===== src/mb_proto_pkg.sv =====
/*
  Modbus RTU protocol constants and types shared by the slave.
  Referenced by scoped names from the frame logic and the CRC engine.
*/
`default_nettype none

package mb_proto_pkg;

  // ====================
  // Frame data types
  // ====================

  typedef logic [7:0]  byte_t;
  typedef logic [15:0] word_t;
  typedef logic [15:0] crc_t;

  // Byte position inside a frame
  typedef logic [7:0]  count_t;

  // ====================
  // Function codes
  // ====================

  localparam byte_t FC_READ_HOLDING = 8'h03;
  localparam byte_t FC_WRITE_SINGLE = 8'h06;

  // CRC-16/MODBUS, reflected form
  localparam crc_t CRC_INIT = 16'hFFFF;
  localparam crc_t CRC_POLY = 16'hA001;

  // Both supported requests are 8 bytes including CRC
  localparam count_t REQ_LEN      = 8'd8;
  // Station, function and byte count ahead of read data
  localparam count_t READ_HDR_LEN = 8'd3;

endpackage

`default_nettype wire


===== src/mb_map_pkg.sv =====
/*
  Holding-register map of the slave.
  Depth of the register image, its index type and the read limit.
*/
`default_nettype none

package mb_map_pkg;

  // Number of 16-bit words in the holding-register image
  localparam int REG_WORDS = 64;

  // Image index, address offset taken modulo REG_WORDS
  typedef logic [5:0] reg_idx_t;

  // Largest quantity accepted by a read request
  localparam mb_proto_pkg::word_t MAX_READ_QTY = 16'd32;

endpackage

`default_nettype wire


===== src/mb_crc16.sv =====
/*
  Serial CRC-16/MODBUS engine folding one byte per enable.
  clr reloads the start value; clr with en folds the byte into a fresh CRC.
*/
`timescale 1ns/1ps
`default_nettype none

module mb_crc16 (
  input  wire logic                clk,
  input  wire logic                rst,
  input  wire logic                clr,
  input  wire logic                en,
  input  wire mb_proto_pkg::byte_t data,
  output mb_proto_pkg::crc_t       crc
);

  // Eight shift steps, LSB first
  function automatic mb_proto_pkg::crc_t crc_fold(input mb_proto_pkg::crc_t c_in,
                                                  input mb_proto_pkg::byte_t d);
    mb_proto_pkg::crc_t c;
    c = c_in ^ {8'h00, d};
    for (int i = 0; i < 8; i++) begin
      if (c[0]) begin
        c = (c >> 1) ^ mb_proto_pkg::CRC_POLY;
      end else begin
        c = c >> 1;
      end
    end
    return c;
  endfunction

  always_ff @(posedge clk) begin
    if (rst) begin
      crc <= mb_proto_pkg::CRC_INIT;
    end else if (clr && en) begin
      // First byte of a new frame
      crc <= crc_fold(mb_proto_pkg::CRC_INIT, data);
    end else if (clr) begin
      crc <= mb_proto_pkg::CRC_INIT;
    end else if (en) begin
      crc <= crc_fold(crc, data);
    end
  end

endmodule

`default_nettype wire


===== src/mb_byte_counter.sv =====
/*
  Frame byte counter used for both reception and transmission.
  at_end flags the end of the response when the count reaches resp_len.
*/
`timescale 1ns/1ps
`default_nettype none

module mb_byte_counter (
  input  wire logic                 clk,
  input  wire logic                 rst,
  input  wire logic                 clr,
  input  wire logic                 inc,
  input  wire mb_proto_pkg::count_t resp_len,
  output mb_proto_pkg::count_t      count,
  output logic                      at_end
);

  always_ff @(posedge clk) begin
    if (rst) begin
      count <= '0;
    end else if (clr) begin
      // A byte in the clearing cycle becomes position 0
      count <= inc ? 8'd1 : 8'd0;
    end else if (inc && count != 8'hFF) begin
      count <= count + 8'd1;
    end
  end

  assign at_end = (count == resp_len);

endmodule

`default_nettype wire


===== src/mb_rx_fields.sv =====
/*
  Request field capture by byte position, plus request judgement.
  Fields are written while cap_en is high; resp_len and req_ok follow them.
*/
`timescale 1ns/1ps
`default_nettype none

module mb_rx_fields (
  input  wire logic                 clk,
  input  wire logic                 rst,
  input  wire logic                 cap_en,
  input  wire mb_proto_pkg::count_t count,
  input  wire mb_proto_pkg::byte_t  rx_b,
  output mb_proto_pkg::byte_t       station,
  output mb_proto_pkg::byte_t       func,
  output mb_proto_pkg::word_t       start_addr,
  output mb_proto_pkg::word_t       value,
  output mb_proto_pkg::count_t      resp_len,
  output logic                      req_ok
);

  logic is_read;
  logic is_write;

  // Function code decides whether a request is served at all
  always_ff @(posedge clk) begin
    if (rst) begin
      func <= '0;
    end else if (cap_en && count == 8'd1) begin
      func <= rx_b;
    end
  end

  // Header fields, big endian on the wire
  always_ff @(posedge clk) begin
    if (cap_en) begin
      case (count)
        8'd0: station          <= rx_b;
        8'd2: start_addr[15:8] <= rx_b;
        8'd3: start_addr[7:0]  <= rx_b;
        8'd4: value[15:8]      <= rx_b;
        8'd5: value[7:0]       <= rx_b;
        default: ;
      endcase
    end
  end

  assign is_read  = (func == mb_proto_pkg::FC_READ_HOLDING);
  assign is_write = (func == mb_proto_pkg::FC_WRITE_SINGLE);

  // Write echoes the request; read is header, 2*qty data bytes, CRC
  assign resp_len = is_write ? mb_proto_pkg::REQ_LEN :
                    mb_proto_pkg::READ_HDR_LEN + {value[6:0], 1'b0} + 8'd2;

  assign req_ok = is_write ||
                  (is_read && value != 16'd0 && value <= mb_map_pkg::MAX_READ_QTY);

endmodule

`default_nettype wire


===== src/mb_holding_regs.sv =====
/*
  Holding-register image of 64 words.
  Modbus addresses map to the image relative to cfg_map_base, modulo the depth.
  Synchronous write port, combinational read port.
*/
`timescale 1ns/1ps
`default_nettype none

module mb_holding_regs (
  input  wire logic                clk,
  input  wire logic                rst,
  input  wire mb_proto_pkg::word_t cfg_map_base,
  input  wire logic                we,
  input  wire mb_proto_pkg::word_t wr_addr,
  input  wire mb_proto_pkg::word_t wr_data,
  input  wire mb_proto_pkg::word_t rd_addr,
  output mb_proto_pkg::word_t      rd_data
);

  mb_proto_pkg::word_t regs [mb_map_pkg::REG_WORDS];

  mb_map_pkg::reg_idx_t wr_idx;
  mb_map_pkg::reg_idx_t rd_idx;

  // Offset from the map base, low bits only
  function automatic mb_map_pkg::reg_idx_t to_idx(input mb_proto_pkg::word_t addr,
                                                  input mb_proto_pkg::word_t base);
    mb_proto_pkg::word_t ofs;
    ofs = addr - base;
    return mb_map_pkg::reg_idx_t'(ofs);
  endfunction

  assign wr_idx = to_idx(wr_addr, cfg_map_base);
  assign rd_idx = to_idx(rd_addr, cfg_map_base);

  always_ff @(posedge clk) begin
    if (rst) begin
      for (int i = 0; i < mb_map_pkg::REG_WORDS; i++) begin
        regs[i] <= '0;
      end
    end else if (we) begin
      regs[wr_idx] <= wr_data;
    end
  end

  assign rd_data = regs[rd_idx];

endmodule

`default_nettype wire


===== src/mb_tx_mux.sv =====
/*
  Response byte select by position.
  Write responses echo the request, read responses stream register words.
  The last two positions carry the CRC, low byte first.
*/
`timescale 1ns/1ps
`default_nettype none

module mb_tx_mux (
  input  wire mb_proto_pkg::count_t count,
  input  wire mb_proto_pkg::byte_t  station,
  input  wire mb_proto_pkg::byte_t  func,
  input  wire mb_proto_pkg::word_t  start_addr,
  input  wire mb_proto_pkg::word_t  value,
  input  wire mb_proto_pkg::word_t  rd_data,
  input  wire mb_proto_pkg::crc_t   crc,
  input  wire mb_proto_pkg::count_t resp_len,
  output mb_proto_pkg::word_t       rd_addr,
  output mb_proto_pkg::byte_t       tx_byte,
  output logic                      is_crc
);

  // Position relative to the first read data byte
  mb_proto_pkg::count_t data_off;
  mb_proto_pkg::count_t crc_pos;

  assign data_off = count - mb_proto_pkg::READ_HDR_LEN;
  assign crc_pos  = resp_len - 8'd2;

  // Two bytes per word, so the word number is data_off / 2
  assign rd_addr = start_addr + {9'd0, data_off[7:1]};

  // Keeps the CRC bytes out of the transmit CRC engine
  assign is_crc = (count >= crc_pos);

  always_comb begin
    tx_byte = '0;
    if (is_crc) begin
      tx_byte = (count == crc_pos) ? crc[7:0] : crc[15:8];
    end else if (func == mb_proto_pkg::FC_WRITE_SINGLE) begin
      case (count)
        8'd0: tx_byte = station;
        8'd1: tx_byte = func;
        8'd2: tx_byte = start_addr[15:8];
        8'd3: tx_byte = start_addr[7:0];
        8'd4: tx_byte = value[15:8];
        8'd5: tx_byte = value[7:0];
        default: tx_byte = '0;
      endcase
    end else begin
      case (count)
        8'd0: tx_byte = station;
        8'd1: tx_byte = func;
        // Byte count, quantity is at most 32
        8'd2: tx_byte = {value[6:0], 1'b0};
        // High byte of each word goes first
        default: tx_byte = data_off[0] ? rd_data[7:0] : rd_data[15:8];
      endcase
    end
  end

endmodule

`default_nettype wire


===== src/mb_frame_fsm.sv =====
/*
  Frame sequencer of the slave: collect, check, execute, send.
  Drives the counter, both CRC engines, field capture and the register write,
  and registers the outgoing byte stream.
*/
`timescale 1ns/1ps
`default_nettype none

module mb_frame_fsm (
  input  wire logic                 clk,
  input  wire logic                 rst,
  input  wire logic                 rx_b_v,
  input  wire logic                 frame_start,
  input  wire logic                 frame_end,
  input  wire logic                 tx_b_rdy,
  input  wire mb_proto_pkg::count_t count,
  input  wire logic                 at_end,
  input  wire logic                 req_ok,
  input  wire logic                 is_crc,
  input  wire mb_proto_pkg::crc_t   rx_crc,
  input  wire mb_proto_pkg::byte_t  func,
  input  wire mb_proto_pkg::byte_t  tx_byte,
  output logic                      cnt_clr,
  output logic                      cnt_inc,
  output logic                      rx_crc_clr,
  output logic                      rx_crc_en,
  output logic                      tx_crc_clr,
  output logic                      tx_crc_en,
  output logic                      cap_en,
  output logic                      reg_we,
  output mb_proto_pkg::byte_t       tx_b,
  output logic                      tx_b_v,
  output logic                      stat_crc_err
);

  typedef enum logic [2:0] {
    ST_IDLE,
    ST_COLLECT,
    ST_CHECK,
    ST_EXEC,
    ST_SEND
  } state_t;

  state_t state;
  state_t state_nxt;

  logic len_ok;
  logic crc_bad;
  logic tx_fire;

  assign len_ok  = (count == mb_proto_pkg::REQ_LEN);
  // Residual over data plus CRC bytes is zero for a good frame
  assign crc_bad = len_ok && (rx_crc != 16'h0000);
  assign tx_fire = (state == ST_SEND) && !at_end && tx_b_rdy;

  // ====================
  // Next state and strobes
  // ====================

  always_comb begin
    state_nxt  = state;
    cnt_clr    = 1'b0;
    cnt_inc    = 1'b0;
    rx_crc_clr = 1'b0;
    rx_crc_en  = 1'b0;
    tx_crc_clr = 1'b0;
    tx_crc_en  = 1'b0;
    cap_en     = 1'b0;
    reg_we     = 1'b0;
    case (state)
      ST_IDLE: begin
        // Hold counter and CRC at start so a first byte lands at position 0
        cnt_clr    = 1'b1;
        rx_crc_clr = 1'b1;
        if (frame_start) begin
          state_nxt = ST_COLLECT;
          cnt_inc   = rx_b_v;
          rx_crc_en = rx_b_v;
          cap_en    = rx_b_v;
        end
      end
      ST_COLLECT: begin
        cnt_inc   = rx_b_v;
        rx_crc_en = rx_b_v;
        cap_en    = rx_b_v;
        if (frame_end) begin
          state_nxt = ST_CHECK;
        end
      end
      ST_CHECK: begin
        cnt_clr   = 1'b1;
        state_nxt = (len_ok && !crc_bad && req_ok) ? ST_EXEC : ST_IDLE;
      end
      ST_EXEC: begin
        tx_crc_clr = 1'b1;
        reg_we     = (func == mb_proto_pkg::FC_WRITE_SINGLE);
        state_nxt  = ST_SEND;
      end
      ST_SEND: begin
        if (at_end) begin
          cnt_clr   = 1'b1;
          state_nxt = ST_IDLE;
        end else if (tx_b_rdy) begin
          cnt_inc   = 1'b1;
          tx_crc_en = !is_crc;
        end
      end
      default: state_nxt = ST_IDLE;
    endcase
  end

  // ====================
  // Registers
  // ====================

  always_ff @(posedge clk) begin
    if (rst) begin
      state        <= ST_IDLE;
      tx_b_v       <= 1'b0;
      stat_crc_err <= 1'b0;
    end else begin
      state  <= state_nxt;
      tx_b_v <= tx_fire;
      if (state == ST_CHECK && crc_bad) begin
        stat_crc_err <= 1'b1;
      end
    end
  end

  always_ff @(posedge clk) begin
    if (tx_fire) begin
      tx_b <= tx_byte;
    end
  end

endmodule

`default_nettype wire


===== src/mb_slave_top.sv =====
/*
  Modbus RTU slave top level serving function codes 03 and 06.
  Takes bytes and frame marks from a byte-stream bridge and returns
  the response bytes under tx_b_rdy flow control.
*/
`timescale 1ns/1ps
`default_nettype none

module mb_slave_top (
  input  wire logic                clk,
  input  wire logic                rst,
  input  wire mb_proto_pkg::word_t cfg_map_base,
  input  wire mb_proto_pkg::byte_t rx_b,
  input  wire logic                rx_b_v,
  input  wire logic                frame_start,
  input  wire logic                frame_end,
  output mb_proto_pkg::byte_t      tx_b,
  output logic                     tx_b_v,
  input  wire logic                tx_b_rdy,
  output logic                     stat_crc_err
);

  // Sequencer strobes
  logic cnt_clr;
  logic cnt_inc;
  logic rx_crc_clr;
  logic rx_crc_en;
  logic tx_crc_clr;
  logic tx_crc_en;
  logic cap_en;
  logic reg_we;

  mb_proto_pkg::count_t count;
  mb_proto_pkg::count_t resp_len;
  logic                 at_end;
  logic                 req_ok;
  logic                 is_crc;

  // Request fields
  mb_proto_pkg::byte_t  station;
  mb_proto_pkg::byte_t  func;
  mb_proto_pkg::word_t  start_addr;
  mb_proto_pkg::word_t  value;

  mb_proto_pkg::crc_t   rx_crc;
  mb_proto_pkg::crc_t   tx_crc;
  mb_proto_pkg::word_t  rd_addr;
  mb_proto_pkg::word_t  rd_data;
  mb_proto_pkg::byte_t  tx_byte;

  mb_frame_fsm u_fsm (
    .clk(clk), .rst(rst),
    .rx_b_v(rx_b_v), .frame_start(frame_start), .frame_end(frame_end),
    .tx_b_rdy(tx_b_rdy), .count(count), .at_end(at_end), .req_ok(req_ok),
    .is_crc(is_crc), .rx_crc(rx_crc), .func(func), .tx_byte(tx_byte),
    .cnt_clr(cnt_clr), .cnt_inc(cnt_inc),
    .rx_crc_clr(rx_crc_clr), .rx_crc_en(rx_crc_en),
    .tx_crc_clr(tx_crc_clr), .tx_crc_en(tx_crc_en),
    .cap_en(cap_en), .reg_we(reg_we),
    .tx_b(tx_b), .tx_b_v(tx_b_v), .stat_crc_err(stat_crc_err)
  );

  mb_byte_counter u_cnt (
    .clk(clk), .rst(rst), .clr(cnt_clr), .inc(cnt_inc),
    .resp_len(resp_len), .count(count), .at_end(at_end)
  );

  mb_rx_fields u_fields (
    .clk(clk), .rst(rst), .cap_en(cap_en), .count(count), .rx_b(rx_b),
    .station(station), .func(func), .start_addr(start_addr), .value(value),
    .resp_len(resp_len), .req_ok(req_ok)
  );

  // Write single uses the address and value fields directly
  mb_holding_regs u_regs (
    .clk(clk), .rst(rst), .cfg_map_base(cfg_map_base),
    .we(reg_we), .wr_addr(start_addr), .wr_data(value),
    .rd_addr(rd_addr), .rd_data(rd_data)
  );

  mb_tx_mux u_mux (
    .count(count), .station(station), .func(func),
    .start_addr(start_addr), .value(value), .rd_data(rd_data),
    .crc(tx_crc), .resp_len(resp_len),
    .rd_addr(rd_addr), .tx_byte(tx_byte), .is_crc(is_crc)
  );

  // Request check over received bytes
  mb_crc16 u_rx_crc (
    .clk(clk), .rst(rst), .clr(rx_crc_clr), .en(rx_crc_en),
    .data(rx_b), .crc(rx_crc)
  );

  // Response CRC over emitted bytes
  mb_crc16 u_tx_crc (
    .clk(clk), .rst(rst), .clr(tx_crc_clr), .en(tx_crc_en),
    .data(tx_byte), .crc(tx_crc)
  );

endmodule

`default_nettype wire


===== config.mk =====
export PLATFORM = sky130hd
export DESIGN_NAME = mb_slave_top
export DESIGN_NICKNAME = d
export VERILOG_FILES = /design/src/mb_proto_pkg.sv /design/src/mb_map_pkg.sv /design/src/mb_crc16.sv /design/src/mb_byte_counter.sv /design/src/mb_rx_fields.sv /design/src/mb_holding_regs.sv /design/src/mb_tx_mux.sv /design/src/mb_frame_fsm.sv /design/src/mb_slave_top.sv
export SDC_FILE = /design/constraint.sdc
export NUM_CORES = 2
export LEC_CHECK = 0
export BUFFER_PORTS_ARGS = -buffer_cell sky130_fd_sc_hd__buf_2
export CORE_AREA = 2 2 592 300
export DETAILED_ROUTE_END_ITERATION = 10
export DIE_AREA = 0 0 594 302
export RECOVER_POWER = 100
export SLEW_MARGIN = 20
export SYNTH_ARGS = -nofsm -noshare
export SYNTH_HDL_FRONTEND = slang
export SYNTH_SLANG_ARGS = --single-unit

===== constraint.sdc =====
create_clock -name clk -period 8.07 [get_ports clk]
set_input_delay 1.2105 -clock clk [delete_from_list [all_inputs] [get_ports clk]]
set_output_delay 1.2105 -clock clk [all_outputs]
set_load 0.02 [all_outputs]

==> results.py <==
metrics = {
    "cts": {
        "clock_latency_ps": 730,
        "postCtsSetupBuffers": 0,
        "htreeDepth": 3,
        "tritoncts": "built",
        "numCtsBuffers": 95,
        "clk_pin_slew_ps": 70,
        "clk_path_buf_depth": 3,
        "ctsHoldBuffers": 0,
        "cts_root_buf": "clkbuf_16",
        "ctsResizeCount": 0,
        "clock-sinks": 1125,
    },
    "route": {
        "dr.pass1.iters": 5,
        "drc": 0,
        "vias": 33500,
        "drtIter0Drc": 5531,
        "ant_nets": 0,
        "wirelength_mm": 168,
        "vias_per_cell": 5.36,
        "wl_per_cell_um": 26.9,
    },
    "global_routing": {
        "grt_pass1_vias": 31400,
        "grt_overflow": 0,
        "grt_usage": 0.185,
        "grt_pass1_wl_mm": 240,
        "grt_max_degree": 78,
        "antenna_found_initial": 12,
    },
    "synthesis": {
        "yosysSeqAreaShare": 0.620,
        "avgSynthCellArea_um2": 14.0,
        "ys_seq_elements": 1125,
        "syn_nets": 3905,
        "yosys.cell_types.count": 77,
        "async_flop_share": 0,
        "syn_area_um2": 53700,
        "synth_edf_count": 1072,
        "ys.flop_type": "edfxtp_1",
        "ys_warn_count": 0,
        "synth_cells": 3844,
    },
    "place": {
        "port_buffers": 29,
        "dp.cells": 6064,
        "dp_hpwl_mm": 111,
        "gp_congestion": 0.918,
    },
    "pwr": {
        "p_seq_frac": 0.471,
        "power.leakage_nw": 20.5,
        "power_frac_clock": 0.351,
        "total_power_mw": 14.1,
        "peakVddDrop_v": 0.000156,
        "p_comb_frac": 0.178,
        "swShare": 0.282,
        "p_switching_mw": 3.97,
        "power.density_nw_per_um2": 235,
        "p_int_mw": 10.1,
    },
    "sta": {
        "fmax_ghz": 0.131,
        "rsz0062_at_grt": "false",
        "skew_ps": 59.1,
        "max_slew_margin": -1.31,
        "final_max_slew_viol_count": 340,
        "fin_crit_ps": 7630,
        "tns_ps": 0,
        "fin_crit_sh": 0.945,
        "setup_viol": 0,
        "hold_viol_final": 0,
        "worstMarginPinSlew_ps": 3430,
    },
    "hold_path": {
        "worst_hold_path.endpoint": "u_fsm.stat_crc_err",
        "hp-class": "reg -> reg",
        "hp-start": "u_fsm.stat_crc_err",
        "hold_depth": 2,
    },
    "critical_path": {
        "startpoint_type": "register",
        "cp.required_ps": 8700,
        "regToRegEndpoint": "u_tx_crc.crc[0]",
        "critical_path.max_fanout": 8,
        "crit_arrival_ps": 8260,
        "startpoint": "u_cnt.count[1]",
        "r2r_slack_ps": 440,
        "r2r_cells": 20,
        "worst_setup_path_end_kind": "register",
        "critPathKind": "reg -> reg",
        "timing.rr.start": "u_cnt.count[1]",
    },
    "floorplanning": {
        "fp.dieArea_um2": 179000,
        "initial_core_util": 0.307,
        "die_y_um": 302,
        "core.rowCount": 109,
        "die_w_um": 594,
        "ios": 40,
        "core_um2": 175000,
    },
    "cells_and_area": {
        "final_layout_size_suffix_gt1_frac": 0.133,
        "fin_cells": 6244,
        "syn_to_final_growth_pct": 11.4,
        "fill_cells": 16700,
        "layout.nets": 3891,
    },
    "run_status": {
        "failed_checks": "capacitance limit, slew limit",
        "status": "finished, violations left",
    },
    "run": {
        "drv_cap": 20,
    },
}
per-stage QoR:
step / cell area [µm²] / hold WS [ps] / setup slack (ps) / utilization
after CTS: 60400 / 494 / 802 / 0.346
after detailed placement: 57200 / 474 / 559 / 0.327
after floorplan: 53700 / 459 / 2040 / -
final: 59800 / 492 / 442 / 0.342
after global placement: 57200 / 454 / 606 / 0.327
after global routing: 59800 / 507 / 231 / 0.342
final cells by class:
type / instances / area (µm²) / area share
Antenna cell: 3 / 7.51 / 0.000126
Clock buffer: 117 / 2460 / 0.0411
Clock inverter: 60 / 722 / 0.0121
Inverter: 21 / 78.8 / 0.00132
Multi-Input combinational cell: 2360 / 19000 / 0.318
Sequential cell: 1125 / 33300 / 0.556
Tap cell: 2331 / 2920 / 0.0488
Timing Repair Buffer: 227 / 1380 / 0.0231
cells by family after synthesis:
family	after synthesis	share of synthesized area
buffers and inverters	359	0.0285
muxes	337	0.123
AOI/OAI and AO/OA	312	0.0380
DFF	1125	0.620
adders and majority gates	31	0.00807
xor gates and xnor gates	85	0.0155
and+or+nand+nor	1595	0.167
worst max-delay path by stage:
| stage | to | slack (ps) | cells after the start |
|---|---|---|---|
| 6_report | u_tx_crc.crc[0] | 440 | 20 |
| 5_1_grt | u_tx_crc.crc[0] | 230 | 20 |
| 3_5_place_dp | u_tx_crc.crc[0] | 560 | 20 |
| 4_1_cts | u_tx_crc.crc[0] | 800 | 22 |
| 2_1_floorplan | u_tx_crc.crc[0] | 2040 | 17 |
| 3_3_place_gp | u_tx_crc.crc[0] | 610 | 20 |
flip-flops by register name, summed over array words and instances, names as in the netlist, 3 cells and up:
name and flops:
u_regs.regs 1024, u_fields.start_addr 16, u_fields.value 16, u_rx_crc.crc 16
u_tx_crc.crc 16, u_cnt.count 8, u_fields.func 8, u_fields.station 8
u_fsm.tx_b 8, u_fsm.state 3
layout by cell type (no fill, tap or decap), drive strengths merged, types with 48 or more instances in the layout:
cell type	netlist	final
mux2i	72	72
o21ai	96	96
mux4	259	259
edfxtp	1072	1072
nand2	232	232
nor2	145	145
and2	1030	1030
buf	82	96
nand3	72	72
a21oi	54	54
xnor2	48	48
dfxtp	53	53
clkbuf	256	248
power by group through the flow:
| stage | clock, mW | combinational, mW | sequential [mW] |
|---|---|---|---|
| 3_3_place_gp | 0 | 2.46 | 6.74 |
| 3_5_place_dp | 0 | 2.47 | 6.75 |
| 6_report | 4.94 | 2.51 | 6.63 |
| 2_1_floorplan | 0 | 1.49 | 6.72 |
| 4_1_cts | 4.97 | 2.48 | 6.62 |
| 5_1_grt | 5.21 | 2.61 | 6.64 |
worst max-delay path, cell delays in order (launching register included):
cell and delay, ps:
dfxtp_1 460, ha_1 280, nor3_1 230, xor2_1 280
fa_1 480, ha_1 420, nor2_1 290, a21oi_4 120
xnor2_2 830, clkbuf_1 280, mux2i_1 770, o211ai_1 150
o22ai_1 430, a311oi_1 110, clkbuf_1 190, o31ai_1 620
a2bb2oi_1 360, xnor2_1 220, xnor3_1 470, xor3_1 390
o211ai_1 150
synth_stat cells, types with 4 or more instances:
cell	count	share of area
xnor2_2	4	0.0012
or3_1	13	0.0015
a211oi_1	9	0.0013
nor3_1	22	0.0021
o31ai_1	6	0.00084
or4_1	5	0.00070
xnor2_1	44	0.0072
o2111ai_1	6	0.00098
a311oi_1	8	0.0013
a221oi_1	7	0.0011
nand2b_1	9	0.0010
buf_1	12	0.00084
ha_1	25	0.0058
nor4_1	9	0.0010
buf_2	36	0.0034
fa_1	6	0.0022
dfxtp_1	53	0.020
nand3_1	72	0.0067
a32oi_1	9	0.0015
o22ai_1	13	0.0015
nor3b_1	4	0.00056
o211ai_1	14	0.0020
mux2i_1	72	0.013
o21ai_0	96	0.0090
a21o_1	11	0.0015
a31oi_1	21	0.0024
clkbuf_1	256	0.018
nor2b_1	12	0.0014
xor2_1	32	0.0052
and2_1	1030	0.12
buf_4	31	0.0043
nand4_1	17	0.0020
inv_1	21	0.0015
a21oi_1	52	0.0048
nand2_1	232	0.016
and3_1	13	0.0015
edfxtp_1	1072	0.60
a2111oi_0	7	0.0011
nor2_1	145	0.010
mux4_2	259	0.11
a22oi_1	17	0.0024
mux2_2	6	0.0013
metal layers:
| metal | vias to the layer above | routed length (µm) | GRT usage |
|---|---|---|---|
| met5 | - | 73 | 0.00281 |
| met4 | 2 | 2440 | 0.0259 |
| met3 | 188 | 26300 | 0.0703 |
| met2 | 2102 | 60600 | 0.222 |
| met1 | 17200 | 78500 | 0.305 |
| li1 | 14000 | - | - |
Power figures use the tool's default switching activity.
